==> config.mk <==
export PLATFORM = sky130hd
export DESIGN_NAME = imm_gen
export DESIGN_NICKNAME = d
export VERILOG_FILES = /design/src/common/rv_decode_pkg.sv /design/src/decode/imm_gen.sv
export VERILOG_INCLUDE_DIRS = /design/src /design/src/common
export SDC_FILE = /design/constraint.sdc
export NUM_CORES = 1
export LEC_CHECK = 0
export CORE_AREA = 8 8 45 47
export DETAILED_ROUTE_END_ITERATION = 16
export DIE_AREA = 0 0 53 55
export DONT_BUFFER_PORTS = 1
export GPL_TIMING_DRIVEN = 1
export PLACE_DENSITY = 0.78
export SYNTH_ARGS = -nofsm -noshare
export SYNTH_HDL_FRONTEND = slang
export SYNTH_SLANG_ARGS = --single-unit
==> constraint.sdc <==
create_clock -name vclk -period 1
set_clock_uncertainty 0.15 [all_clocks]
set_input_delay 0.05 -clock vclk [all_inputs]
set_output_delay 0.05 -clock vclk [all_outputs]
set_load 0.05 [all_outputs]
==> src/common/rv_decode_settings.svh <==
// RV64 decode widths and major opcodes, included by every decode-stage RTL file
`ifndef RV_DECODE_SETTINGS_SVH
`define RV_DECODE_SETTINGS_SVH

// datapath and instruction widths
`define RV_XLEN        64       // integer register width
`define RV_INST_W      32       // base instruction length
`define RV_REG_ADDR_W  5        // x0..x31 index
`define RV_NUM_GPR     32       // architectural registers

// major opcodes, inst[6:0]
`define RV_OPC_LOAD       7'b0000011
`define RV_OPC_STORE      7'b0100011
`define RV_OPC_BRANCH     7'b1100011
`define RV_OPC_JAL        7'b1101111
`define RV_OPC_JALR       7'b1100111
`define RV_OPC_LUI        7'b0110111
`define RV_OPC_AUIPC      7'b0010111
`define RV_OPC_OP         7'b0110011   // reg-reg alu
`define RV_OPC_OP_IMM     7'b0010011   // reg-imm alu
`define RV_OPC_OP_32      7'b0111011   // word reg-reg
`define RV_OPC_OP_IMM_32  7'b0011011   // word reg-imm

`endif

==> src/common/rv_decode_pkg.sv <==
// shared decode types: instruction format views, operation classes, immediate formats
`default_nettype none

package rv_decode_pkg;

    typedef struct packed {
        logic [6:0] funct7;
        logic [4:0] rs2;
        logic [4:0] rs1;
        logic [2:0] funct3;
        logic [4:0] rd;
        logic [6:0] opcode;
    } r_fmt_t;

    typedef struct packed {
        logic [11:0] imm_11_0;     // sign in bit 11
        logic [4:0]  rs1;
        logic [2:0]  funct3;
        logic [4:0]  rd;
        logic [6:0]  opcode;
    } i_fmt_t;

    typedef struct packed {
        logic [6:0] imm_11_5;
        logic [4:0] rs2;
        logic [4:0] rs1;
        logic [2:0] funct3;
        logic [4:0] imm_4_0;       // sits where rd would be
        logic [6:0] opcode;
    } s_fmt_t;

    typedef struct packed {
        logic       imm_12;
        logic [5:0] imm_10_5;
        logic [4:0] rs2;
        logic [4:0] rs1;
        logic [2:0] funct3;
        logic [3:0] imm_4_1;
        logic       imm_11;        // odd one out, inst[7]
        logic [6:0] opcode;
    } b_fmt_t;

    typedef struct packed {
        logic [19:0] imm_31_12;
        logic [4:0]  rd;
        logic [6:0]  opcode;
    } u_fmt_t;

    typedef struct packed {
        logic       imm_20;
        logic [9:0] imm_10_1;
        logic       imm_11;
        logic [7:0] imm_19_12;
        logic [4:0] rd;
        logic [6:0] opcode;
    } j_fmt_t;

    // one word, six readings
    typedef union packed {
        r_fmt_t r_fmt;
        i_fmt_t i_fmt;
        s_fmt_t s_fmt;
        b_fmt_t b_fmt;
        u_fmt_t u_fmt;
        j_fmt_t j_fmt;
    } inst_word_t;

    typedef enum logic [3:0] {
        op_illegal   = 4'd0,
        op_lui       = 4'd1,
        op_auipc     = 4'd2,
        op_jal       = 4'd3,
        op_jalr      = 4'd4,
        op_branch    = 4'd5,
        op_load      = 4'd6,
        op_store     = 4'd7,
        op_alu_imm   = 4'd8,
        op_alu_reg   = 4'd9,
        op_alu_imm_w = 4'd10,
        op_alu_reg_w = 4'd11
    } op_class_e;

    typedef enum logic [2:0] {
        imm_i = 3'd0,
        imm_s = 3'd1,
        imm_b = 3'd2,
        imm_u = 3'd3,
        imm_j = 3'd4
    } imm_sel_e;

endpackage

`default_nettype wire

==> src/decode/imm_gen.sv <==
// immediate generator: sign-extended 64-bit immediate in I/S/B/U/J format
`default_nettype none
`include "rv_decode_settings.svh"

module imm_gen (
    input  rv_decode_pkg::inst_word_t  dec_inst,
    input  rv_decode_pkg::imm_sel_e    imm_sel,
    output logic [`RV_XLEN-1:0]        imm
);

    // every format keeps its sign in inst[31]
    always_comb begin
        case (imm_sel)
            rv_decode_pkg::imm_s: begin
                imm = {{(`RV_XLEN-12){dec_inst.s_fmt.imm_11_5[6]}},
                       dec_inst.s_fmt.imm_11_5,
                       dec_inst.s_fmt.imm_4_0};
            end
            rv_decode_pkg::imm_b: begin
                imm = {{(`RV_XLEN-13){dec_inst.b_fmt.imm_12}},
                       dec_inst.b_fmt.imm_12,
                       dec_inst.b_fmt.imm_11,
                       dec_inst.b_fmt.imm_10_5,
                       dec_inst.b_fmt.imm_4_1,
                       1'b0};                                     // halfword aligned
            end
            rv_decode_pkg::imm_u: begin
                imm = {{(`RV_XLEN-32){dec_inst.u_fmt.imm_31_12[19]}},
                       dec_inst.u_fmt.imm_31_12,
                       12'h000};                                  // upper 20 in place
            end
            rv_decode_pkg::imm_j: begin
                imm = {{(`RV_XLEN-21){dec_inst.j_fmt.imm_20}},
                       dec_inst.j_fmt.imm_20,
                       dec_inst.j_fmt.imm_19_12,
                       dec_inst.j_fmt.imm_11,
                       dec_inst.j_fmt.imm_10_1,
                       1'b0};
            end
            default: begin                                        // I format
                imm = {{(`RV_XLEN-12){dec_inst.i_fmt.imm_11_0[11]}},
                       dec_inst.i_fmt.imm_11_0};
            end
        endcase
    end

endmodule

`default_nettype wire

==> reports/summary.txt <==
Worst path slowest cell -> and3b_2
WL per Instance -> 30.47 µm
Final Util -> 89.60%
CP startpoint kind -> primary input
post-synth net total -> 157
P per Cell Area -> 841.1 mW/mm²
Slew @ Worst Pin -> 0.4254 ns
Gate power share -> 100.0%
GRT Overall Usage -> 19.90%
Fin. Hold Viols -> 33
worst slack, placed -> -0.4509 ns
Slew HR -> 71.25%
pin count of the biggest net entering global routing -> 45
worst-path fanout max -> 19
Synth area leaders -> buf_4, a21o_1, a211oi_1
crit path time final -> 1.138 ns
area of the multi-input gates -> 829.5 µm²
Ports -> 99
FF+latch area -> 0 µm²
Post-synth top cells -> buf_4, a21o_1
worst setup margin -> -0.1377 ns
worst path required time -> 0.80 ns
DRC violations left -> 0
row count -> 14
Hold Slack -> -0.04952 ns
max cap viols -> 0
crit-path cells -> and3b_2 > nor3_4 > buf_6 > a211oi_4 > buf_12
initial antenna violation count -> 0
failing checks -> negative hold slack, negative setup slack
full die area -> 0.002915 mm²
Yosys top cell area share -> 31.58%
Hold Path Class -> in -> out
status -> complete, but fails checks
Max Fclk -> 0.8789 GHz
TritonRoute pass-1 iters -> 4
fin crit share -> 113.8%
Area Overhead vs Synth -> 49.02%
Placed Area -> 0.001005 mm²
vias -> 836
count of different cell masters after synthesis -> 25
endpoints failing setup -> 26
Psw -> 0.6218 mW
largest area contributor in the netlist -> buf_4
P_leak -> 0.4996 nW
Seq pwr share -> 0%
# clk buffers -> 0
cell area after layout -> 0.001240 mm²
RSZ-0062 raised after global routing -> true
vias in the first global route -> 827
initial DRC count -> 46
die height -> 55 µm
FF+latch count -> 0
Seq/Total Area, Yosys -> 0%
Die X -> 53 µm
fillcell total -> 49
WP data arrival -> 0.94 ns
Switching Share -> 59.62%
Mapped Cells -> 122
crit-path max cell delay -> 0.27 ns
layout cells sized above 1 -> 69.00%
CP Capture Type -> output port
final number of max-transition violations -> 0
Syn. warnings -> 0
first-pass GRT wire length -> 4.436 mm
port bufs -> 0
nets -> 137
top-count cell post-synth -> buf_4
antenna cells -> 0
clock power share -> 0%
final wirelength -> 3.534 mm
Max IR drop VDD -> 0.6267 mV
Placer Congestion -> 0.7075
Internal -> 0.4211 mW
DP Wirelength -> 1.938 mm
core area -> 0.001384 mm²
Routed Antenna Nets -> 0
WS Path Type -> in -> out
vias per std cell -> 7.207
initial core utilization -> 60.13%
syn_area_per_cell -> 6.820 µm²
Synth Cell Area -> 832.0 µm²
grt ovf -> 0
layer usage:
layer	part of all wire (%)	up-vias	wire, µm	global-route usage (%)
li1	-	348	-	-
met1	34	405	1213	19.48
met2	49	75	1748	39.84
met3	14	8	479	6.952
met4	2.6	0	93	2.586
met5	0	-	0	0
timing repair:
item,in CTS,in global routing
gates cloned,0,2
setup endpoints to repair,26,27
endpoints found under the hold margin,33,33
gates resized for setup,38,4
pin swaps,2,1
setup buffers,3,1
critical path: cells and delay by family:
kind | cells | cell delay, ns
AO/OA/AOI/OAI | 1 | 0.23
buffers and inverters | 2 | 0.32
AND/OR/NAND/NOR | 2 | 0.33
cell usage in the layout, fill, tap and decap left out, drive strengths merged:
master	synthesis	routed
buf	41	20
a21o	11	11
nor2b	9	9
o22ai	8	8
nor2	8	8
a211oi	8	8
a21oi	6	6
o21ai	6	6
and3b	4	4
nand2	3	3
inv	2	2
and4bb	2	2
mux2i	2	2
clkbuf	3	2
nand2b	2	2
a22o	2	2
nor4bb	1	1
or3	1	1
nor3	1	1
or3b	1	1
a32oi	1	1
through the flow:
stage          setup TNS [ns]  power, mW  std cells  hold slack (ns)
2_1_floorplan          -5.489      1.096        122           0.1171
3_3_place_gp           -7.693     0.9034        111         -0.03948
3_5_place_dp           -8.314     0.9184        111         -0.03947
4_1_cts                -1.862      1.000        114         -0.03947
5_1_grt                -3.310      1.067        116         -0.04693
6_report               -2.842      1.043        116         -0.04952
layout make-up:
| class | instances | area share [%] |
|---|---|---|
| well taps | 16 | 1.615 |
| repair buffers | 22 | 30.88 |
| multi-input cells | 76 | 66.90 |
| inverters | 2 | 0.6054 |
kinds of logic (layout without fill, tap and decap cells):
group,Yosys count,after routing,synth area share (%)
buffers and inverters,46,24,38.35
AOI/OAI and AO/OA,42,42,33.54
and+or+nand+nor,32,32,25.71
muxes,2,2,2.406
power by group through the flow:
stage / Sequential [mW] / Clock [mW] / Combinational [mW]
floorplan: 0 / 0 / 1.10
global placement: 0 / 0 / 0.903
detailed placement: 0 / 0 / 0.918
CTS: 0 / 0 / 1.00
global route: 0 / 0 / 1.07
finish: 0 / 0 / 1.04
path summary, 6_finish.rpt:
path | from | end | cells past startpoint
max | imm_sel[2] | imm[16] | 5
min | dec_inst[31] | imm[53] | 0
Note: power is estimated with default switching activity, not from simulation.
