===== config.mk =====
export PLATFORM = sky130hd
export DESIGN_NAME = id_latch
export DESIGN_NICKNAME = d
export VERILOG_FILES = /design/src/common/rv_decode_pkg.sv /design/src/hdl/id_latch.sv
export VERILOG_INCLUDE_DIRS = /design/src /design/src/common
export SDC_FILE = /design/constraint.sdc
export NUM_CORES = 1
export LEC_CHECK = 0
export BUFFER_PORTS_ARGS = -buffer_cell sky130_fd_sc_hd__buf_2
export CELL_PAD_IN_SITES_DETAIL_PLACEMENT = 2
export CELL_PAD_IN_SITES_GLOBAL_PLACEMENT = 2
export CORE_ASPECT_RATIO = 1.25
export CORE_MARGIN = 5
export CORE_UTILIZATION = 25
export DETAILED_ROUTE_END_ITERATION = 8
export PLACE_DENSITY = 0.75
export SLEW_MARGIN = 10
export SYNTH_ARGS = -nofsm -noshare
export SYNTH_HDL_FRONTEND = slang
export SYNTH_SLANG_ARGS = --single-unit
export TNS_END_PERCENT = 1

===== constraint.sdc =====
create_clock -name clk -period 6.03 [get_ports clk]
set_clock_uncertainty 0.1 [all_clocks]
set_input_delay 1.206 -clock clk [delete_from_list [all_inputs] [get_ports clk]]
set_output_delay 1.206 -clock clk [all_outputs]
set_load 0.05 [all_outputs]

===== src/common/rv_decode_settings.svh =====
// RV64 decode widths and major opcodes, included by every decode-stage RTL file
`ifndef RV_DECODE_SETTINGS_SVH
`define RV_DECODE_SETTINGS_SVH

// datapath and instruction widths
`define RV_XLEN        64       // integer register width
`define RV_INST_W      32       // base instruction length
`define RV_REG_ADDR_W  5        // x0..x31 index
`define RV_NUM_GPR     32       // architectural registers

// major opcodes, inst[6:0]
`define RV_OPC_LOAD       7'b0000011
`define RV_OPC_STORE      7'b0100011
`define RV_OPC_BRANCH     7'b1100011
`define RV_OPC_JAL        7'b1101111
`define RV_OPC_JALR       7'b1100111
`define RV_OPC_LUI        7'b0110111
`define RV_OPC_AUIPC      7'b0010111
`define RV_OPC_OP         7'b0110011   // reg-reg alu
`define RV_OPC_OP_IMM     7'b0010011   // reg-imm alu
`define RV_OPC_OP_32      7'b0111011   // word reg-reg
`define RV_OPC_OP_IMM_32  7'b0011011   // word reg-imm

`endif


===== src/common/rv_decode_pkg.sv =====
// shared decode types: instruction format views, operation classes, immediate formats
`default_nettype none

package rv_decode_pkg;

    typedef struct packed {
        logic [6:0] funct7;
        logic [4:0] rs2;
        logic [4:0] rs1;
        logic [2:0] funct3;
        logic [4:0] rd;
        logic [6:0] opcode;
    } r_fmt_t;

    typedef struct packed {
        logic [11:0] imm_11_0;     // sign in bit 11
        logic [4:0]  rs1;
        logic [2:0]  funct3;
        logic [4:0]  rd;
        logic [6:0]  opcode;
    } i_fmt_t;

    typedef struct packed {
        logic [6:0] imm_11_5;
        logic [4:0] rs2;
        logic [4:0] rs1;
        logic [2:0] funct3;
        logic [4:0] imm_4_0;       // sits where rd would be
        logic [6:0] opcode;
    } s_fmt_t;

    typedef struct packed {
        logic       imm_12;
        logic [5:0] imm_10_5;
        logic [4:0] rs2;
        logic [4:0] rs1;
        logic [2:0] funct3;
        logic [3:0] imm_4_1;
        logic       imm_11;        // odd one out, inst[7]
        logic [6:0] opcode;
    } b_fmt_t;

    typedef struct packed {
        logic [19:0] imm_31_12;
        logic [4:0]  rd;
        logic [6:0]  opcode;
    } u_fmt_t;

    typedef struct packed {
        logic       imm_20;
        logic [9:0] imm_10_1;
        logic       imm_11;
        logic [7:0] imm_19_12;
        logic [4:0] rd;
        logic [6:0] opcode;
    } j_fmt_t;

    // one word, six readings
    typedef union packed {
        r_fmt_t r_fmt;
        i_fmt_t i_fmt;
        s_fmt_t s_fmt;
        b_fmt_t b_fmt;
        u_fmt_t u_fmt;
        j_fmt_t j_fmt;
    } inst_word_t;

    typedef enum logic [3:0] {
        op_illegal   = 4'd0,
        op_lui       = 4'd1,
        op_auipc     = 4'd2,
        op_jal       = 4'd3,
        op_jalr      = 4'd4,
        op_branch    = 4'd5,
        op_load      = 4'd6,
        op_store     = 4'd7,
        op_alu_imm   = 4'd8,
        op_alu_reg   = 4'd9,
        op_alu_imm_w = 4'd10,
        op_alu_reg_w = 4'd11
    } op_class_e;

    typedef enum logic [2:0] {
        imm_i = 3'd0,
        imm_s = 3'd1,
        imm_b = 3'd2,
        imm_u = 3'd3,
        imm_j = 3'd4
    } imm_sel_e;

endpackage

`default_nettype wire


===== src/hdl/id_latch.sv =====
// fetch/decode pipeline register, holds its instruction on interlock or back-pressure
`default_nettype none
`include "rv_decode_settings.svh"

module id_latch (
    input  logic                       clk,
    input  logic                       rst,
    input  logic                       in_valid,
    input  logic [`RV_XLEN-1:0]        in_pc,
    input  logic [`RV_INST_W-1:0]      in_inst,
    input  logic                       out_ready,   // from downstream
    input  logic                       stall,       // load-use interlock
    output logic                       in_ready,
    output logic                       dec_valid,
    output logic [`RV_XLEN-1:0]        dec_pc,
    output rv_decode_pkg::inst_word_t  dec_inst
);

    // stage advances only when execute can take us and no interlock
    assign in_ready = out_ready & ~stall;

    always_ff @(posedge clk) begin
        if (rst) begin
            dec_valid <= 1'b0;
        end else if (in_ready) begin
            dec_valid <= in_valid;   // empty slot when upstream idle
        end
    end

    // payload moves with the valid bit
    always_ff @(posedge clk) begin
        if (in_ready) begin
            dec_pc   <= in_pc;
            dec_inst <= in_inst;     // raw word into union view
        end
    end

endmodule

`default_nettype wire


==> impl_metrics.xml <==
<?xml version="1.0" encoding="UTF-8"?>
<metrics>
  <group name="synthesis">
    <metric name="synth_nets" unit="">202</metric>
    <metric name="synth.yosys.seq_area_share" unit="%">98.9</metric>
    <metric name="synth_seq_cells" unit="">97</metric>
    <metric name="synth_area_leader_cell" unit="">sky130_fd_sc_hd__edfxtp_1</metric>
    <metric name="ys_top_cells_by_area" unit="">sky130_fd_sc_hd__edfxtp_1 (98%), sky130_fd_sc_hd__dfxtp_1 (0.68%), sky130_fd_sc_hd__nand4bb_1 (0.38%)</metric>
    <metric name="synth_top_cell_area_share" unit="%">98.3</metric>
    <metric name="yosysWarningCount" unit="">0</metric>
    <metric name="synth_cell_type_count" unit="">6</metric>
    <metric name="syn_avg_cell_area" unit="µm²">29.1</metric>
    <metric name="synthesis.instances" unit="">101</metric>
    <metric name="synth.cell_area" unit="µm²">2930</metric>
  </group>
  <group name="grt">
    <metric name="grt_pass1_wl" unit="mm">12.5</metric>
    <metric name="grt_overflow" unit="">0</metric>
    <metric name="grt_usage" unit="%">12.2</metric>
    <metric name="grt_max_degree" unit="">67</metric>
    <metric name="antenna_found_initial" unit="">0</metric>
    <metric name="grt_pass1_vias" unit="">2146</metric>
  </group>
  <group name="timing">
    <metric name="setup-violations-final" unit="">0</metric>
    <metric name="grt_setup_unrepaired" unit="">no</metric>
    <metric name="worst_slack" unit="ns">2.20</metric>
    <metric name="slew_viol_final" unit="">0</metric>
    <metric name="max-slew-margin-rel" unit="%">36.5</metric>
    <metric name="setup-tns-final" unit="ns">0</metric>
    <metric name="layout_min_cycle_time" unit="ns">3.83</metric>
    <metric name="max_freq" unit="MHz">261</metric>
    <metric name="worstMarginPinSlew" unit="ns">0.951</metric>
    <metric name="final_min_period_over_clock_period" unit="%">63.5</metric>
    <metric name="hold_viol" unit="">0</metric>
  </group>
  <group name="die">
    <metric name="floorplan.die_area" unit="µm²">14000</metric>
    <metric name="die_y" unit="µm">131</metric>
    <metric name="die_x" unit="µm">107</metric>
    <metric name="placement_rows" unit="">44</metric>
    <metric name="num_io_pins" unit="">199</metric>
    <metric name="core_area" unit="µm²">11600</metric>
    <metric name="start_util" unit="%">25.4</metric>
  </group>
  <group name="worst_setup_path">
    <metric name="data_required_time_at_the_worst_endpoint" unit="ns">4.72</metric>
    <metric name="cp-start-kind" unit="">primary input</metric>
    <metric name="critical_path_fanout_max" unit="">33</metric>
    <metric name="critical_path_arrival" unit="ns">2.52</metric>
    <metric name="timing_worst_setup_path_type" unit="">in -&gt; out</metric>
    <metric name="cp-end-kind" unit="">output pin</metric>
  </group>
  <group name="route">
    <metric name="detail-route-antenna-nets" unit="">0</metric>
    <metric name="detailroute.via_count" unit="">1817</metric>
    <metric name="vias_per_cell" unit="">4.00</metric>
    <metric name="drt_first_iter_violations" unit="">36</metric>
    <metric name="drt_drc_violations_left" unit="">0</metric>
    <metric name="detail_route.wirelength" unit="mm">8.59</metric>
    <metric name="dr.pass1.iters" unit="">4</metric>
    <metric name="routedWlPerCell" unit="µm">18.9</metric>
  </group>
  <group name="min_path">
    <metric name="hp-class" unit="">reg -&gt; reg</metric>
  </group>
  <group name="clock_network">
    <metric name="cts-htree-levels" unit="">3</metric>
    <metric name="cts_tree" unit="">yes</metric>
    <metric name="tritoncts.num_buffers" unit="">9</metric>
    <metric name="clock_path_buffers" unit="">2</metric>
    <metric name="clockRootBuffer" unit="">sky130_fd_sc_hd__clkbuf_16</metric>
    <metric name="clock_latency" unit="ns">0.33</metric>
    <metric name="post-cts-setup-buffers" unit="">0</metric>
    <metric name="postCtsResizedCells" unit="">0</metric>
    <metric name="number_of_clock_sinks" unit="">97</metric>
    <metric name="cts.hold.buffers_added" unit="">0</metric>
    <metric name="clock_pin_slew_reported_for_the_worst_setup_and_hold_paths_after_clock_tree_synthesis" unit="ns">0.06</metric>
  </group>
  <group name="cells_and_area">
    <metric name="antenna-diode-count" unit="">0</metric>
    <metric name="post_route_cells_drive_above_1_share" unit="%">67.7</metric>
    <metric name="final_util" unit="%">38.5</metric>
    <metric name="stdcell_area" unit="µm²">4450</metric>
    <metric name="area_growth" unit="%">51.5</metric>
    <metric name="num-nets-final" unit="">412</metric>
  </group>
  <group name="placed_design">
    <metric name="buffer_ports.inserted" unit="">198</metric>
    <metric name="gpl.final_weighted_congestion" unit="">0.668</metric>
    <metric name="place_ws" unit="ns">2.17</metric>
    <metric name="placed_cell_area" unit="µm²">4110</metric>
    <metric name="hpwlAfterDp" unit="mm">6.79</metric>
  </group>
  <group name="run_status">
    <metric name="status" unit="">finished clean</metric>
  </group>
  <group name="power_and_ir_drop">
    <metric name="max-vdd-ir-drop" unit="mV">0.163</metric>
    <metric name="p_leak" unit="nW">1.87</metric>
    <metric name="power_density" unit="nW/µm²">379</metric>
    <metric name="total_power" unit="mW">1.68</metric>
  </group>
  <group name="flow_run">
    <metric name="timing.max_cap.violations" unit="">0</metric>
  </group>
</metrics>
## worst max-delay path, stage by stage
cell and delay (ns):
sky130_fd_sc_hd__buf_2 0.10, sky130_fd_sc_hd__nor2b_4 0.77, sky130_fd_sc_hd__buf_2 0.42
## logic make-up (layout without fill, tap and decap cells)
group	Yosys count	after routing	synth area share, %
AOI/OAI and AO/OA	1	1	0.170
and+or+nand+nor	3	3	0.896
buffers and inverters	0	215	0
DFF	97	97	98.9
## metal layers
layer	track usage [%]	share of wire, %	vias up
met2	23.1	57	108
met4	6.68	2.9	0
li1	-	-	829
met5	0	0	-
met3	3.53	8.2	15
met1	11.4	32	865
## cell usage after synthesis
library cell,count
sky130_fd_sc_hd__dfxtp_1,1
sky130_fd_sc_hd__o21ai_1,1
sky130_fd_sc_hd__nor2b_2,1
sky130_fd_sc_hd__nand4bb_1,1
sky130_fd_sc_hd__edfxtp_1,96
sky130_fd_sc_hd__nand2b_1,1
## metrics by stage
stage                     hold slack [ns]  cells
after floorplan                     0.587    101
after global placement              0.359    438
after detailed placement            0.437    438
after CTS                           0.448    454
after global routing                0.481    454
final                               0.435    454
## registers in the layout (all words and copies together) (netlist names)
| signal | count |
|---|---|
| dec_valid | 1 |
| dec_pc | 64 |
| dec_inst | 32 |
## area by class of cell
class	instances	area, µm²
Tap cell	138	173
Multi-Input combinational cell	4	36.3
Clock buffer	10	229
Timing Repair Buffer	199	998
Sequential cell	97	2900
Fill cell	1166	7120
Clock inverter	6	106
## power by group
part	switching, mW	internal [mW]
clock	0.230	0.403
combinational	0.196	0.0520
sequential	0.0111	0.792
## path summary, 6_finish.rpt
path | startpoint | slack (ns) | to | cells past startpoint
setup / recovery | out_ready | 2.20 | in_ready | 3
hold / removal | dec_valid$_SDFFE_PP0P_ | 0.43 | dec_valid$_SDFFE_PP0P_ | 2
setup reg to reg | dec_valid$_SDFFE_PP0P_ | 5.28 | dec_valid$_SDFFE_PP0P_ | 2
hold reg to reg | dec_valid$_SDFFE_PP0P_ | 0.43 | dec_valid$_SDFFE_PP0P_ | 2
## cell usage in the layout (no fill, tap or decap)
cell,netlist,final
sky130_fd_sc_hd__buf_2,0,198
sky130_fd_sc_hd__dfxtp_1,1,1
sky130_fd_sc_hd__bufinv_16,0,3
sky130_fd_sc_hd__clkinv_1,0,1
sky130_fd_sc_hd__clkbuf_1,0,1
sky130_fd_sc_hd__clkinv_2,0,1
sky130_fd_sc_hd__o21ai_1,1,1
sky130_fd_sc_hd__edfxtp_1,96,96
sky130_fd_sc_hd__buf_4,0,1
sky130_fd_sc_hd__nand2b_1,1,1
sky130_fd_sc_hd__clkinvlp_4,0,1
sky130_fd_sc_hd__nor2b_4,0,1
sky130_fd_sc_hd__nand4bb_1,1,1
sky130_fd_sc_hd__clkbuf_16,0,9
Note: power is estimated with default switching activity, not from simulation.
