### src/common/rv_decode_settings.svh
// RV64 decode widths and major opcodes, included by every decode-stage RTL file
`ifndef RV_DECODE_SETTINGS_SVH
`define RV_DECODE_SETTINGS_SVH

// datapath and instruction widths
`define RV_XLEN        64       // integer register width
`define RV_INST_W      32       // base instruction length
`define RV_REG_ADDR_W  5        // x0..x31 index
`define RV_NUM_GPR     32       // architectural registers

// major opcodes, inst[6:0]
`define RV_OPC_LOAD       7'b0000011
`define RV_OPC_STORE      7'b0100011
`define RV_OPC_BRANCH     7'b1100011
`define RV_OPC_JAL        7'b1101111
`define RV_OPC_JALR       7'b1100111
`define RV_OPC_LUI        7'b0110111
`define RV_OPC_AUIPC      7'b0010111
`define RV_OPC_OP         7'b0110011   // reg-reg alu
`define RV_OPC_OP_IMM     7'b0010011   // reg-imm alu
`define RV_OPC_OP_32      7'b0111011   // word reg-reg
`define RV_OPC_OP_IMM_32  7'b0011011   // word reg-imm

`endif

### src/common/rv_decode_pkg.sv
// shared decode types: instruction format views, operation classes, immediate formats
`default_nettype none

package rv_decode_pkg;

    typedef struct packed {
        logic [6:0] funct7;
        logic [4:0] rs2;
        logic [4:0] rs1;
        logic [2:0] funct3;
        logic [4:0] rd;
        logic [6:0] opcode;
    } r_fmt_t;

    typedef struct packed {
        logic [11:0] imm_11_0;     // sign in bit 11
        logic [4:0]  rs1;
        logic [2:0]  funct3;
        logic [4:0]  rd;
        logic [6:0]  opcode;
    } i_fmt_t;

    typedef struct packed {
        logic [6:0] imm_11_5;
        logic [4:0] rs2;
        logic [4:0] rs1;
        logic [2:0] funct3;
        logic [4:0] imm_4_0;       // sits where rd would be
        logic [6:0] opcode;
    } s_fmt_t;

    typedef struct packed {
        logic       imm_12;
        logic [5:0] imm_10_5;
        logic [4:0] rs2;
        logic [4:0] rs1;
        logic [2:0] funct3;
        logic [3:0] imm_4_1;
        logic       imm_11;        // odd one out, inst[7]
        logic [6:0] opcode;
    } b_fmt_t;

    typedef struct packed {
        logic [19:0] imm_31_12;
        logic [4:0]  rd;
        logic [6:0]  opcode;
    } u_fmt_t;

    typedef struct packed {
        logic       imm_20;
        logic [9:0] imm_10_1;
        logic       imm_11;
        logic [7:0] imm_19_12;
        logic [4:0] rd;
        logic [6:0] opcode;
    } j_fmt_t;

    // one word, six readings
    typedef union packed {
        r_fmt_t r_fmt;
        i_fmt_t i_fmt;
        s_fmt_t s_fmt;
        b_fmt_t b_fmt;
        u_fmt_t u_fmt;
        j_fmt_t j_fmt;
    } inst_word_t;

    typedef enum logic [3:0] {
        op_illegal   = 4'd0,
        op_lui       = 4'd1,
        op_auipc     = 4'd2,
        op_jal       = 4'd3,
        op_jalr      = 4'd4,
        op_branch    = 4'd5,
        op_load      = 4'd6,
        op_store     = 4'd7,
        op_alu_imm   = 4'd8,
        op_alu_reg   = 4'd9,
        op_alu_imm_w = 4'd10,
        op_alu_reg_w = 4'd11
    } op_class_e;

    typedef enum logic [2:0] {
        imm_i = 3'd0,
        imm_s = 3'd1,
        imm_b = 3'd2,
        imm_u = 3'd3,
        imm_j = 3'd4
    } imm_sel_e;

endpackage

`default_nettype wire

### src/hdl/load_use_hazard.sv
// load-use interlock: stalls decode while the execute register holds a load it depends on
`default_nettype none
`include "rv_decode_settings.svh"

module load_use_hazard (
    input  logic                       dec_valid,
    input  rv_decode_pkg::inst_word_t  dec_inst,
    input  logic                       uses_rs1,
    input  logic                       uses_rs2,
    input  logic                       ex_valid,
    input  logic                       ex_is_load,
    input  logic [`RV_REG_ADDR_W-1:0]  ex_rd,
    output logic                       stall
);

    logic [`RV_REG_ADDR_W-1:0] rs1;
    logic [`RV_REG_ADDR_W-1:0] rs2;
    logic                      ld_pending;   // load result not back yet
    logic                      rs1_hit;
    logic                      rs2_hit;

    assign rs1 = dec_inst.r_fmt.rs1;
    assign rs2 = dec_inst.r_fmt.rs2;

    // x0 never waits
    assign ld_pending = ex_valid & ex_is_load & (ex_rd != '0);

    assign rs1_hit = uses_rs1 & (rs1 == ex_rd);
    assign rs2_hit = uses_rs2 & (rs2 == ex_rd);   // rs2 field is junk unless used

    assign stall = dec_valid & ld_pending & (rs1_hit | rs2_hit);

endmodule

`default_nettype wire

### config.mk
export PLATFORM = sky130hd
export DESIGN_NAME = load_use_hazard
export DESIGN_NICKNAME = d
export VERILOG_FILES = /design/src/common/rv_decode_pkg.sv /design/src/hdl/load_use_hazard.sv
export VERILOG_INCLUDE_DIRS = /design/src /design/src/common
export SDC_FILE = /design/constraint.sdc
export NUM_CORES = 1
export LEC_CHECK = 0
export BUFFER_PORTS_ARGS = -buffer_cell sky130_fd_sc_hd__buf_4
export CAP_MARGIN = 30
export CORE_AREA = 4 4 41 43
export DETAILED_ROUTE_END_ITERATION = 16
export DIE_AREA = 0 0 45 47
export GPL_ROUTABILITY_DRIVEN = 0
export SYNTH_ARGS = -nofsm -noshare
export SYNTH_HDL_FRONTEND = slang
export SYNTH_SLANG_ARGS = --single-unit
### constraint.sdc
create_clock -name vclk -period 1.4
set_input_delay 0.28 -clock vclk [all_inputs]
set_output_delay 0.28 -clock vclk [all_outputs]
set_load 0.05 [all_outputs]
==> impl_metrics.env, run 1 <==
export IMPL_tns_ns=-0.2190
export IMPL_synth_area_um2=131.4
export IMPL_syn_avg_cell_area_um2=7.728
export IMPL_hold_path_class="input port to output pin"
export IMPL_yosysSeqAreaShare=0
export IMPL_setup_viol=1
export IMPL_area_growth_pct=187.6
export IMPL_grt_pass1_vias=233
export IMPL_syn_num_nets=59
export IMPL_drive_gt1_frac=0.6500
export IMPL_grt_max_degree=4
export IMPL_drt_pre_antenna_iters=1
export IMPL_p_comb_frac=1.000
export IMPL_io_buffers=21
export IMPL_postRouteAntennaNets=0
export IMPL_wl_per_cell_um=9.782
export IMPL_coreArea_mm2=0.001301
export IMPL_totalPowerFinal_mw=0.09379
export IMPL_outcome="finished, violations left"
export IMPL_p_int_mw=0.06164
export IMPL_hold_ws_ns=0.9195
export IMPL_wirelength_um=538
export IMPL_fp_dieH_um=47
export IMPL_final_max_slew_viol_count=0
export IMPL_seqPwrFrac=0
export IMPL_finish_utilization=0.2904
export IMPL_switching_share=0.3428
export IMPL_period_needed_ns=1.619
export IMPL_maxCapViolCount=0
export IMPL_overflow=0
export IMPL_cts_setup_buffers=0
export IMPL_worstPathArrival_ns=1.34
export IMPL_hold_viol_final=0
export IMPL_synth_top_cells_by_area="xor2_1, xnor2_1, nor4_1"
export IMPL_multi_input_area_um2=163.9
export IMPL_power_switching_mw=0.03215
export IMPL_pwr_share_clk=0
export IMPL_dieArea_mm2=0.002115
export IMPL_fin_cells=55
export IMPL_required_ns=1.12
export IMPL_antenna_diode_count=0
export IMPL_ff_latch_area_um2=0
export IMPL_place_area_um2=340.3
export IMPL_hold_buffers=0
export IMPL_critical_path_class="input port to output pin"
export IMPL_design_area_um2=377.9
export IMPL_hpwl_um=519.4
export IMPL_seq_cells=0
export IMPL_num_clock_buffers=0
export IMPL_pin_count=43
export IMPL_cp_start_kind="input port"
export IMPL_fill_cells=149
export IMPL_netlist_area_leader_share=0.5333
export IMPL_path_max_fanout=3
export IMPL_dieWidth_um=45
export IMPL_drcViolationCount=0
export IMPL_grt_antenna_before_repair=0
export IMPL_yosysTopAreaCell="xor2_1"
export IMPL_dp_cells=55
export IMPL_syn_inst=17
export IMPL_max_freq_ghz=0.6177
export IMPL_rsz0062_at_grt="yes"
export IMPL_vias_per_cell=3.782
export IMPL_power_leakage_nw=0.1630
export IMPL_setup_ws_ns=-0.2190
export IMPL_nets=84
export IMPL_min_period_over_period=1.156
export IMPL_ir_drop_mv=0.05102
export IMPL_grt_pass1_wl_um=862
export IMPL_initial_core_util=0.1010
export IMPL_slew_headroom=0.8324
export IMPL_violations="setup timing"
export IMPL_synth_warnings=0
export IMPL_place_ws_ns=-0.3190
export IMPL_p_per_area_mw_per_mm2=248.2
export IMPL_ys_types=7
export IMPL_drt_initial_drc_count=0
export IMPL_num_rows=13
export IMPL_crit_path_end_kind="output pin"
export IMPL_worst_pin_slew_ns=0.2491
export IMPL_vias=208
export IMPL_grt_use_total=0.05114
==> layer usage <==
metal | track usage | routed length (um)
met2 | 0.1158 | 329
met1 | 0.04944 | 136
met5 | 0 | 0
met3 | 0.007663 | 71
met4 | 0 | 0
==> cell type report <==
class / count / share of cell area
multi-input cells: 17 / 0.4338
well taps: 15 / 0.04967
repair buffers: 23 / 0.5166
==> repair_timing <==
item	4_1_cts	5_1_grt
resized for setup	5	3
pin swaps	2	6
endpoints found under the setup margin	1	1
==> critical path: stages <==
cell	delay, ns
buf_6	0.10
or4_4	0.54
o2111ai_4	0.22
a21oi_4	0.05
buf_6	0.15
==> final timing paths <==
| path | start | slack, ns | depth (start not counted) | to |
|---|---|---|---|---|
| setup / recovery | ex_rd[1] | -0.22 | 5 | stall |
| hold / removal | ex_valid | 0.92 | 4 | stall |
==> synthesized netlist by cell type <==
cell and count:
xor2_1 8, nand3_1 2, nor4_1 2, xnor2_1 2, a21oi_1 1, o2111ai_1 1, or4_1 1
==> power by group through the flow <==
stage,logic [mW],clock network (mW),registers (mW)
after global routing,0.102,0,0
after floorplan,0.0257,0,0
final,0.0938,0,0
after detailed placement,0.0854,0,0
after global placement,0.0842,0,0
after CTS,0.0921,0,0
==> cell usage in the layout, fill, tap and decap left out <==
cell	instances
buf_4	17
xor2_1	8
buf_6	6
nor4_1	2
xnor2_1	2
nand3_1	2
or4_4	1
o2111ai_4	1
a21oi_4	1
==> logic make-up (layout without fill, tap and decap cells) <==
family          count (synthesis)  in the layout  synth area share
simple gates                    5              5            0.2286
xor+xnor                       10             10            0.6667
compound gates                  2              2            0.1047
buf+inv                         0             23                 0
Note: power is estimated with default switching activity, not from simulation.
==> run 2: changes to the inputs <==
- PLACE_DENSITY_LB_ADDON: default -> 0.2
- RECOVER_POWER: default -> 100
==> run 2 against run 1 <==
The flow still finishes with violations (setup timing); sequential share of layout area unchanged; non-clock buffer count unchanged; sequential cell count unchanged; critical endpoint unchanged; highest routed layer unchanged.
==> impl_metrics.env, run 2 (same netlist as run 1, synthesis figures left out) <==
export IMPL_hpwl_um=519.2
export IMPL_cp_num_cells=5
export IMPL_dp_cells=55
export IMPL_hold_path_class="input port to output pin"
export IMPL_slew_headroom=0.8644
export IMPL_critical_path_class="input port to output pin"
export IMPL_hold_buffers=0
export IMPL_totalPowerFinal_mw=0.09772
export IMPL_required_ns=1.12
export IMPL_dieArea_mm2=0.002115
export IMPL_num_rows=13
export IMPL_grt_max_degree=4
export IMPL_cp_startpoint="ex_rd[1]"
export IMPL_worstPathArrival_ns=1.34
export IMPL_period_needed_ns=1.619
export IMPL_place_area_um2=340.3
export IMPL_violations="setup timing"
export IMPL_antenna_diode_count=0
export IMPL_crit_top_cell="buf_6"
export IMPL_outcome="finished, violations left"
export IMPL_vias_per_cell=3.964
export IMPL_wl_met3_um=15
export IMPL_seqPwrFrac=0
export IMPL_power_switching_mw=0.03562
export IMPL_cp_start_kind="input port"
export IMPL_initial_core_util=0.1010
export IMPL_min_period_over_period=1.157
export IMPL_power_leakage_nw=0.1627
export IMPL_wl_met1_um=141
export IMPL_cp_slowest_cell="or4_4"
export IMPL_dieWidth_um=45
export IMPL_ff_latch_area_um2=0
export IMPL_dr_max_layer_used="met3"
export IMPL_fill_cells=139
export IMPL_grt_pass1_vias=240
export IMPL_rsz0062_at_grt="yes"
export IMPL_wl_met2_um=382
export IMPL_final_max_slew_viol_count=0
export IMPL_finish_utilization=0.2971
export IMPL_wl_per_cell_um=9.818
export IMPL_overflow=0
export IMPL_fp_dieH_um=47
export IMPL_design_area_um2=386.6
export IMPL_endpoint="stall"
export IMPL_drt_pre_antenna_iters=3
export IMPL_p_comb_frac=1.000
export IMPL_place_ws_ns=-0.2959
export IMPL_setup_ws_ns=-0.2193
export IMPL_max_freq_ghz=0.6175
export IMPL_ir_drop_mv=0.08692
export IMPL_seq_cells=0
export IMPL_wirelength_um=540
export IMPL_drcViolationCount=0
export IMPL_drive_gt1_frac=0.7000
export IMPL_pwr_share_clk=0
export IMPL_vias=218
export IMPL_crit_path_end_kind="output pin"
export IMPL_cpPeakStageDelay_ns=0.54
export IMPL_p_int_mw=0.06210
export IMPL_grt_use_total=0.05429
export IMPL_grt_antenna_before_repair=0
export IMPL_pin_count=43
export IMPL_tns_ns=-0.2193
export IMPL_path_max_fanout=3
export IMPL_p_per_area_mw_per_mm2=252.8
export IMPL_maxCapViolCount=0
export IMPL_postRouteAntennaNets=0
export IMPL_fin_cells=55
export IMPL_drt_initial_drc_count=1
export IMPL_grt_pass1_wl_um=890
export IMPL_switching_share=0.3645
export IMPL_worst_pin_slew_ns=0.2018
export IMPL_worst_path_dominant_cell_family="simple AND/OR/NAND/NOR gates"
export IMPL_hold_viol_final=0
export IMPL_nets=84
export IMPL_final_common_cell="buf_4"
export IMPL_io_buffers=21
export IMPL_coreArea_mm2=0.001301
export IMPL_setup_viol=1
export IMPL_crit_chain="buf_6, or4_4, o2111ai_4, a21oi_4, buf_6"
export IMPL_final_cell_mix="buf_4, xor2_1, buf_6"
export IMPL_hold_ws_ns=0.9169
export IMPL_num_clock_buffers=0
export IMPL_crit_buf_inv=2
export IMPL_area_growth_pct=194.3
## run 2: tightest hold or removal path, delay by kind of cell
family	cells	cell delay, ns
buffers and inverters	2	0.26
AO/OA/AOI/OAI	2	0.09
## run 2: power by group through the flow
stage                     clock, mW  sequential [mW]  combinational [mW]
after floorplan                   0                0              0.0257
after global placement            0                0              0.0863
after detailed placement          0                0              0.0853
after CTS                         0                0              0.0941
after global routing              0                0               0.107
final                             0                0              0.0977
## run 2: how the worst min path moves through the flow
stage / from / end / depth (start not counted)
3_5_place_dp: ex_valid / stall / 4
2_1_floorplan: ex_valid / stall / 2
4_1_cts: ex_valid / stall / 4
3_3_place_gp: ex_valid / stall / 4
5_1_grt: ex_valid / stall / 4
6_report: ex_valid / stall / 4
## run 2: final cells by class
cell class	count	area, um2	share of cell area
timing repair buffer	23	191.4	0.4951
multi-input combinational	17	176.4	0.4563
tap	15	18.77	0.04854
## run 2: metal layers
| metal | global-route usage | up-vias |
|---|---|---|
| met5 | 0 | - |
| met4 | 0 | 0 |
| met3 | 0 | 0 |
| met2 | 0.1215 | 4 |
| met1 | 0.05843 | 105 |
| li1 | - | 109 |
## run 2: timing repair
action / 4_1_cts / 5_1_grt
buffers inserted: 0 / 0
pin swaps: 9 / 1
gates resized for setup: 7 / 2
gates cloned: 0 / 0
endpoints found under the setup margin: 1 / 1
