===== src/common/rv_decode_settings.svh =====
// RV64 decode widths and major opcodes, included by every decode-stage RTL file
`ifndef RV_DECODE_SETTINGS_SVH
`define RV_DECODE_SETTINGS_SVH

// datapath and instruction widths
`define RV_XLEN        64       // integer register width
`define RV_INST_W      32       // base instruction length
`define RV_REG_ADDR_W  5        // x0..x31 index
`define RV_NUM_GPR     32       // architectural registers

// major opcodes, inst[6:0]
`define RV_OPC_LOAD       7'b0000011
`define RV_OPC_STORE      7'b0100011
`define RV_OPC_BRANCH     7'b1100011
`define RV_OPC_JAL        7'b1101111
`define RV_OPC_JALR       7'b1100111
`define RV_OPC_LUI        7'b0110111
`define RV_OPC_AUIPC      7'b0010111
`define RV_OPC_OP         7'b0110011   // reg-reg alu
`define RV_OPC_OP_IMM     7'b0010011   // reg-imm alu
`define RV_OPC_OP_32      7'b0111011   // word reg-reg
`define RV_OPC_OP_IMM_32  7'b0011011   // word reg-imm

`endif


===== src/common/rv_decode_pkg.sv =====
// shared decode types: instruction format views, operation classes, immediate formats
`default_nettype none

package rv_decode_pkg;

    typedef struct packed {
        logic [6:0] funct7;
        logic [4:0] rs2;
        logic [4:0] rs1;
        logic [2:0] funct3;
        logic [4:0] rd;
        logic [6:0] opcode;
    } r_fmt_t;

    typedef struct packed {
        logic [11:0] imm_11_0;     // sign in bit 11
        logic [4:0]  rs1;
        logic [2:0]  funct3;
        logic [4:0]  rd;
        logic [6:0]  opcode;
    } i_fmt_t;

    typedef struct packed {
        logic [6:0] imm_11_5;
        logic [4:0] rs2;
        logic [4:0] rs1;
        logic [2:0] funct3;
        logic [4:0] imm_4_0;       // sits where rd would be
        logic [6:0] opcode;
    } s_fmt_t;

    typedef struct packed {
        logic       imm_12;
        logic [5:0] imm_10_5;
        logic [4:0] rs2;
        logic [4:0] rs1;
        logic [2:0] funct3;
        logic [3:0] imm_4_1;
        logic       imm_11;        // odd one out, inst[7]
        logic [6:0] opcode;
    } b_fmt_t;

    typedef struct packed {
        logic [19:0] imm_31_12;
        logic [4:0]  rd;
        logic [6:0]  opcode;
    } u_fmt_t;

    typedef struct packed {
        logic       imm_20;
        logic [9:0] imm_10_1;
        logic       imm_11;
        logic [7:0] imm_19_12;
        logic [4:0] rd;
        logic [6:0] opcode;
    } j_fmt_t;

    // one word, six readings
    typedef union packed {
        r_fmt_t r_fmt;
        i_fmt_t i_fmt;
        s_fmt_t s_fmt;
        b_fmt_t b_fmt;
        u_fmt_t u_fmt;
        j_fmt_t j_fmt;
    } inst_word_t;

    typedef enum logic [3:0] {
        op_illegal   = 4'd0,
        op_lui       = 4'd1,
        op_auipc     = 4'd2,
        op_jal       = 4'd3,
        op_jalr      = 4'd4,
        op_branch    = 4'd5,
        op_load      = 4'd6,
        op_store     = 4'd7,
        op_alu_imm   = 4'd8,
        op_alu_reg   = 4'd9,
        op_alu_imm_w = 4'd10,
        op_alu_reg_w = 4'd11
    } op_class_e;

    typedef enum logic [2:0] {
        imm_i = 3'd0,
        imm_s = 3'd1,
        imm_b = 3'd2,
        imm_u = 3'd3,
        imm_j = 3'd4
    } imm_sel_e;

endpackage

`default_nettype wire


===== src/decode/inst_classifier.sv =====
// RV64I decoder: opcode/funct fields to op class, immediate format and register usage
`default_nettype none
`include "rv_decode_settings.svh"

module inst_classifier (
    input  rv_decode_pkg::inst_word_t  dec_inst,
    output rv_decode_pkg::op_class_e   op_class,
    output rv_decode_pkg::imm_sel_e    imm_sel,
    output logic                       wen,
    output logic                       uses_rs1,
    output logic                       uses_rs2
);

    logic [6:0] opcode;
    logic [2:0] funct3;
    logic [6:0] funct7;

    assign opcode = dec_inst.r_fmt.opcode;
    assign funct3 = dec_inst.r_fmt.funct3;
    assign funct7 = dec_inst.r_fmt.funct7;

    // class decode
    always_comb begin
        op_class = rv_decode_pkg::op_illegal;
        case (opcode)
            `RV_OPC_LUI:   op_class = rv_decode_pkg::op_lui;
            `RV_OPC_AUIPC: op_class = rv_decode_pkg::op_auipc;
            `RV_OPC_JAL:   op_class = rv_decode_pkg::op_jal;
            `RV_OPC_JALR: begin
                if (funct3 == 3'b000) op_class = rv_decode_pkg::op_jalr;
            end
            `RV_OPC_BRANCH: begin
                if (funct3[2:1] != 2'b01) op_class = rv_decode_pkg::op_branch;   // 010/011 unused
            end
            `RV_OPC_LOAD: begin
                if (funct3 != 3'b111) op_class = rv_decode_pkg::op_load;   // lb..ld, lbu/lhu/lwu
            end
            `RV_OPC_STORE: begin
                if (!funct3[2]) op_class = rv_decode_pkg::op_store;   // sb sh sw sd
            end
            `RV_OPC_OP_IMM: begin
                case (funct3)
                    3'b001:  if (funct7[6:1] == 6'b000000) op_class = rv_decode_pkg::op_alu_imm;
                    3'b101:  if (funct7[6:1] == 6'b000000 || funct7[6:1] == 6'b010000)
                                 op_class = rv_decode_pkg::op_alu_imm;   // srli / srai, 6-bit shamt
                    default: op_class = rv_decode_pkg::op_alu_imm;
                endcase
            end
            `RV_OPC_OP: begin
                if (funct7 == 7'b0000000)
                    op_class = rv_decode_pkg::op_alu_reg;
                else if (funct7 == 7'b0100000 && (funct3 == 3'b000 || funct3 == 3'b101))
                    op_class = rv_decode_pkg::op_alu_reg;                // sub / sra
            end
            `RV_OPC_OP_IMM_32: begin
                case (funct3)
                    3'b000:  op_class = rv_decode_pkg::op_alu_imm_w;   // addiw
                    3'b001:  if (funct7 == 7'b0000000) op_class = rv_decode_pkg::op_alu_imm_w;
                    3'b101:  if (funct7 == 7'b0000000 || funct7 == 7'b0100000)
                                 op_class = rv_decode_pkg::op_alu_imm_w;
                    default: op_class = rv_decode_pkg::op_illegal;
                endcase
            end
            `RV_OPC_OP_32: begin
                case (funct3)
                    3'b000, 3'b101: if (funct7 == 7'b0000000 || funct7 == 7'b0100000)
                                        op_class = rv_decode_pkg::op_alu_reg_w;
                    3'b001:         if (funct7 == 7'b0000000)
                                        op_class = rv_decode_pkg::op_alu_reg_w;   // sllw
                    default:        op_class = rv_decode_pkg::op_illegal;
                endcase
            end
            default: op_class = rv_decode_pkg::op_illegal;
        endcase
    end

    // per-class controls
    always_comb begin
        wen      = 1'b1;
        uses_rs1 = 1'b1;
        uses_rs2 = 1'b0;
        imm_sel  = rv_decode_pkg::imm_i;
        case (op_class)
            rv_decode_pkg::op_lui, rv_decode_pkg::op_auipc: begin
                uses_rs1 = 1'b0;
                imm_sel  = rv_decode_pkg::imm_u;
            end
            rv_decode_pkg::op_jal: begin
                uses_rs1 = 1'b0;
                imm_sel  = rv_decode_pkg::imm_j;
            end
            rv_decode_pkg::op_branch: begin
                wen      = 1'b0;   // compares only
                uses_rs2 = 1'b1;
                imm_sel  = rv_decode_pkg::imm_b;
            end
            rv_decode_pkg::op_store: begin
                wen      = 1'b0;
                uses_rs2 = 1'b1;   // store data
                imm_sel  = rv_decode_pkg::imm_s;
            end
            rv_decode_pkg::op_alu_reg, rv_decode_pkg::op_alu_reg_w: uses_rs2 = 1'b1;
            rv_decode_pkg::op_illegal: begin
                wen      = 1'b0;   // no side effects
                uses_rs1 = 1'b0;
            end
            default: ;             // jalr, load, alu_imm(_w) keep defaults
        endcase
    end

endmodule

`default_nettype wire


===== config.mk =====
export PLATFORM = sky130hd
export DESIGN_NAME = inst_classifier
export DESIGN_NICKNAME = d
export VERILOG_FILES = /design/src/common/rv_decode_pkg.sv /design/src/decode/inst_classifier.sv
export VERILOG_INCLUDE_DIRS = /design/src /design/src/common
export SDC_FILE = /design/constraint.sdc
export NUM_CORES = 1
export LEC_CHECK = 0
export BUFFER_PORTS_ARGS = -buffer_cell sky130_fd_sc_hd__buf_2
export CORE_AREA = 2 2 39 41
export DETAILED_ROUTE_END_ITERATION = 10
export DIE_AREA = 0 0 41 43
export PLACE_DENSITY = 0.76
export SETUP_SLACK_MARGIN = 0.5
export SLEW_MARGIN = 20
export SYNTH_ARGS = -nofsm -noshare
export SYNTH_HDL_FRONTEND = slang
export SYNTH_SLANG_ARGS = --single-unit
export TNS_END_PERCENT = 100

===== constraint.sdc =====
create_clock -name vclk -period 6.5
set_input_delay 1.3 -clock vclk [all_inputs]
set_output_delay 1.3 -clock vclk [all_outputs]
set_load 0.1 [all_outputs]

==> results of run 1 <==
final cells by class:
cell class,instances,area [um^2],share of cell area (%)
repair buffers,27,135,25.0
multi-input cells,55,374,69.2
well taps,16,20.0,3.70
inverters,3,11.3,2.08
through the flow:
step           hold WS, ns  total power, W
5_1_grt               3.13       0.0000325
2_1_floorplan         2.96       0.0000209
3_5_place_dp          3.10       0.0000299
3_3_place_gp          3.10       0.0000294
4_1_cts               3.11       0.0000300
6_report              3.10       0.0000301
cells by family after synthesis:
logic type	after synthesis	synth area share [%]
and+or+nand+nor	38	59.5
buffers and inverters	6	8.72
AOI/OAI and AO/OA	16	29.6
xor gates and xnor gates	1	2.18
power breakdown:
group          internal [W]   total, W  switching [W]  leakage (nW)
combinational    0.00000995  0.0000301      0.0000201         0.248
clock                     0          0              0             0
sequential                0          0              0             0
layer usage:
layer / vias up / part of all wire (%)
met5: - / 0
met4: 0 / 0
met3: 0 / 6.4
met2: 20 / 48
met1: 234 / 46
li1: 285 / -
layout by cell type, fill, tap and decap left out, types with 2 or more instances in the layout:
cell	n
a21oi_1	3
or2_1	2
buf_2	27
nand4b_1	2
nor2b_1	2
nor3_1	4
o211ai_1	2
nor2_1	6
o21ai_0	2
nand3_1	2
nand2_1	7
o32ai_2	2
inv_1	3
or3_2	2
worst max-delay path: stages:
cell      delay, ns
buf_2          0.10
nor4_1         0.45
nand4_1        0.16
nor4bb_1       0.50
or4_4          0.24
o32a_1         0.14
buf_2          0.42
worst max-delay path by stage:
| stage | startpoint | slack, ns | cells after the start | to |
|---|---|---|---|---|
| after detailed placement | dec_inst[26] | 1.88 | 7 | wen |
| after floorplan | dec_inst[14] | 0.64 | 6 | wen |
| final | dec_inst[26] | 1.88 | 7 | wen |
| after global placement | dec_inst[26] | 1.93 | 7 | wen |
| after CTS | dec_inst[26] | 1.87 | 7 | wen |
| after global routing | dec_inst[26] | 1.75 | 7 | wen |
==> metrics.cfg, run 1 <==
[outcome]
outcome=complete, no violations

[routing]
detailedRoute.firstIterationViolations=13
route.detailed.drc=0
routed_wl_mm=1.18
drt_pre_antenna_iters=4
vias=539
antenna_violating_nets_post_route=0
wire_per_inst_um=11.7
via_per_inst=5.34

[grt]
via_count_of_the_first_global_routing_pass=439
global_route.usage.met1_pct=20.6
global_route_wire_length_before_repair_mm=1.82
grt_antenna_before_repair=0
gr-usage-all-layers_pct=13.7
gr-total-overflow=0
grt_util_met2_pct=22.5
met3_usage_pct=0
grt_max_degree=10
busiest_layer_in_global_routing=met2

[logic_synthesis]
synth.largest_area_cell=nand2_1
mappedNetlistNets=93
synth.yosys.seq_area_share_pct=0
yosys.area.top_type_share_pct=6.54
netlist_top_cells_area=nand2_1, nor2_1, nor3_1
netlist_instances=61
mappedNetlistArea_um2=402
synth-warning-count=0
post-synth-top-count-cell=nand2_1
synth_area_per_cell_um2=6.58
synth_commonest_cells=nand2_1, nor2_1, nor3_1, a21oi_1, inv_1
yosys.cell_types.count=36

[critical_path]
critical_path_class=input port to output port
timing.critical_path.arrival_ns=3.32
timing.critical_path.fanout_max=4
crit_path_start_kind=input port
critical_path_required_ns=5.20
crit_path_end_kind=output port

[power_and_ir_drop]
vdd.ir_drop.worst_mv=0.0223
power_per_cell_area_mw_per_mm2=55.7
power.static_leakage_nw=0.248

[floorplan]
die_area_mm2=0.00176
i_o_pin_cnt=42
die-height_um=43
fp.dieW_um=41
initial_utilization_pct=29.0
placeableCoreArea_mm2=0.00138
std_cell_rows=14

[sta]
timing.final.max_slew_violations=0
max_freq_mhz=217
finalSetupViolations=0
rsz_0062_raised_after_global_routing=false
max_slew.worst_pin.slew_ns=0.514
relSlewSlack_pct=65.2
finalHoldViolations=0
final_period_minus_worst_setup_slack_ns=4.62
finalWorstSetupSlack_ns=1.88
timing.setup.tns_ns=0
post-route-period-util_pct=71.0

[place]
place_ws_ns=1.88
post-dp-hpwl_mm=1.02
port_buffer_count=27
dpl_cell_area_um2=541
numPlacedInstances=101
gp_congestion=0.887

[hold_path]
timing.hold.worst.start=dec_inst[6]
min_to=imm_sel[0]
min-delay-path-class=input port to output port
worst_hold_path.num_cells=3

[clock_network]
cts_hold_buf=0
post_cts.repair.setup_buffers=0
post_cts.resized_instances=0

[layout]
syn_to_final_growth_pct=34.6
number_of_nets_in_the_finished_design=119
insertedDiodeCount=0
sequential_cell_area_um2=0
clockBufferCount=0
stdcell_count=101
finalInstanceArea_um2=541
drive_gt1_share_pct=41.2
layout.core_utilization_pct=39.1
final.fill_count=159
sequential_cell_total=0

[job]
cap_viol_max_count=0

Note: power is estimated with default switching activity, not from simulation.
==> run 2: changes to the inputs <==
- PLACE_DENSITY: 0.76 -> 0.79
- clock period: 6.5 -> 3.95 ns (I/O delays scaled with it)
==> run 2 against run 1 <==
  * Sequential cell count did not move
  * Sequential share of layout area did not move
  * Non-clock buffer count rose by 2
  * Critical path depth did not move
  * Wire length rose by 8.2%
  * Combinational power rose by 87%
  * First-iteration DRC count fell by 69%
  * Utilization rose by 7.4 points
  * Hold slack got worse by 1.0 ns
  * Critical path type unchanged
==> metrics.cfg, run 2 (synthesis results as in run 1) <==
[critical_path]
peak_per_stage_delay_on_the_critical_path_ns=0.54  ; +0.04 ns
cp_cell_sequence=buf_2 -> and2b_2 -> or4b_4 -> o32ai_2 -> or3_4 -> o32a_4 -> buf_6
critical_path_class=input port to output port
critical_path_required_ns=3.16  ; -2.04 ns
crit_path_top_delay_cell=or4b_4
timing.critical_path.fanout_max=5  ; +1
crit_path_start_kind=input port
crit_path_end_kind=output port
timing.critical_path.arrival_ns=2.62  ; -0.70 ns

[layout]
clockBufferCount=0  ; unchanged
sequential_cell_area_um2=0  ; unchanged
number_of_nets_in_the_finished_design=121  ; +1.7%
drive_gt1_share_pct=50.6  ; +9.4 points
final.fill_count=143  ; -10%
stdcell_count=103  ; +2.0%
syn_to_final_growth_pct=60.1
final_common_cell=buf_2
insertedDiodeCount=0  ; unchanged
sequential_cell_total=0  ; unchanged
layout_common_cells=buf_2, nand2_1, nor2_1

[hold_path]
timing.hold.worst.start=dec_inst[6]
min_to=imm_sel[0]
min-delay-path-class=input port to output port
worst_hold_path.num_cells=3  ; unchanged

[routing]
drt_pre_antenna_iters=4  ; unchanged
routed_wl_mm=1.28  ; +8.2%
route.detailed.drc=0  ; unchanged
via_per_inst=5.51  ; +3.3%
antenna_violating_nets_post_route=0  ; unchanged
wire_per_inst_um=12.4  ; +6.1%
vias=568  ; +5.4%
detailedRoute.firstIterationViolations=4  ; -9

[place]
post-dp-hpwl_mm=1.06  ; +3.7%
gp_congestion=0.866  ; -2.3%
port_buffer_count=27  ; unchanged
numPlacedInstances=101  ; unchanged
place_ws_ns=0.321  ; -1.56 ns

[job]
cap_viol_max_count=0  ; unchanged

[sta]
fin_worst_hold_slack_ns=2.09  ; -1.01 ns
timing.final.max_slew_violations=0  ; unchanged
rsz_0062_raised_after_global_routing=true
finalSetupViolations=0  ; unchanged
max_slew.worst_pin.slew_ns=0.486  ; -0.0280 ns
timing.setup.tns_ns=0  ; unchanged
max_freq_mhz=293
final_period_minus_worst_setup_slack_ns=3.41
finalHoldViolations=0  ; unchanged
post-route-period-util_pct=86.4
relSlewSlack_pct=67.8  ; +2.6 points
finalWorstSetupSlack_ns=0.537  ; -1.35 ns

[grt]
gr-usage-all-layers_pct=15.2  ; +1.5 points
via_count_of_the_first_global_routing_pass=511  ; +16%
grt_antenna_before_repair=0  ; unchanged
grt_max_degree=10  ; unchanged
gr-total-overflow=0  ; unchanged
global_route_wire_length_before_repair_mm=2.00  ; +9.9%

[power_and_ir_drop]
vdd.ir_drop.worst_mv=0.0306  ; +37%
design_power_total_w=0.0000564  ; +87%
power_per_cell_area_mw_per_mm2=87.7  ; +57%
power.static_leakage_nw=0.265  ; +6.9%

[floorplan]
die-height_um=43  ; unchanged
die_area_mm2=0.00176  ; unchanged
i_o_pin_cnt=42  ; unchanged
std_cell_rows=14  ; unchanged
initial_utilization_pct=29.0  ; unchanged
fp.dieW_um=41  ; unchanged
placeableCoreArea_mm2=0.00138  ; unchanged

[clock_network]
cts_hold_buf=0  ; unchanged

[outcome]
outcome=complete, no violations

-- run 2: cell types whose count changed in the layout (fill, tap and decap cells not counted), sizes merged --
cell    change
buf         -1
clkbuf      +3
-- run 2: area by class of cell --
class / count / area [um^2] / area share [%]
well taps: 16 / 20.0 / 3.11
repair buffers: 29 / 166 / 25.9
inverters: 3 / 11.3 / 1.75
multi-input cells: 55 / 445 / 69.3
-- run 2: where the power goes --
part | switching [W] | internal, W
Clock | 0 | 0
Sequential | 0 | 0
Combinational | 0.0000365 | 0.0000198
-- run 2: repair_timing --
item | CTS | global route
cloned | 0 | 0
setup buffers | 0 | 2
pin swaps | 0 | 1
endpoints found under the hold margin | 0 | 0
gates resized for setup | 3 | 5
endpoints found under the setup margin | 4 | 7
-- run 2: critical path: cells and delay by family --
family	cells	cell delay, ns
compound gates	2	0.49
buf+inv	2	0.36
simple gates	3	0.98
-- run 2: routing by layer --
layer,global-route usage (%),vias to the layer above,routed length [um]
li1,-,291,-
met1,17.8,251,503
met4,2.67,0,0
met2,28.1,26,671
met3,1.05,0,102
met5,0,-,0
-- run 2: metrics by stage --
stage	utilization, %	instance area, um^2
detailed placement	43.3	599
global route	46.5	643
CTS	44.1	611
floorplan	-	475
finish	46.5	643
global placement	43.3	599
-- run 2: worst max-delay path by stage --
stage	startpoint	end	slack [ns]	cells after the start
3_5_place_dp	dec_inst[26]	wen	0.32	7
3_3_place_gp	dec_inst[26]	wen	0.35	7
4_1_cts	dec_inst[13]	wen	0.48	7
2_1_floorplan	dec_inst[14]	wen	0.18	6
5_1_grt	dec_inst[12]	wen	0.48	7
6_report	dec_inst[12]	wen	0.54	7
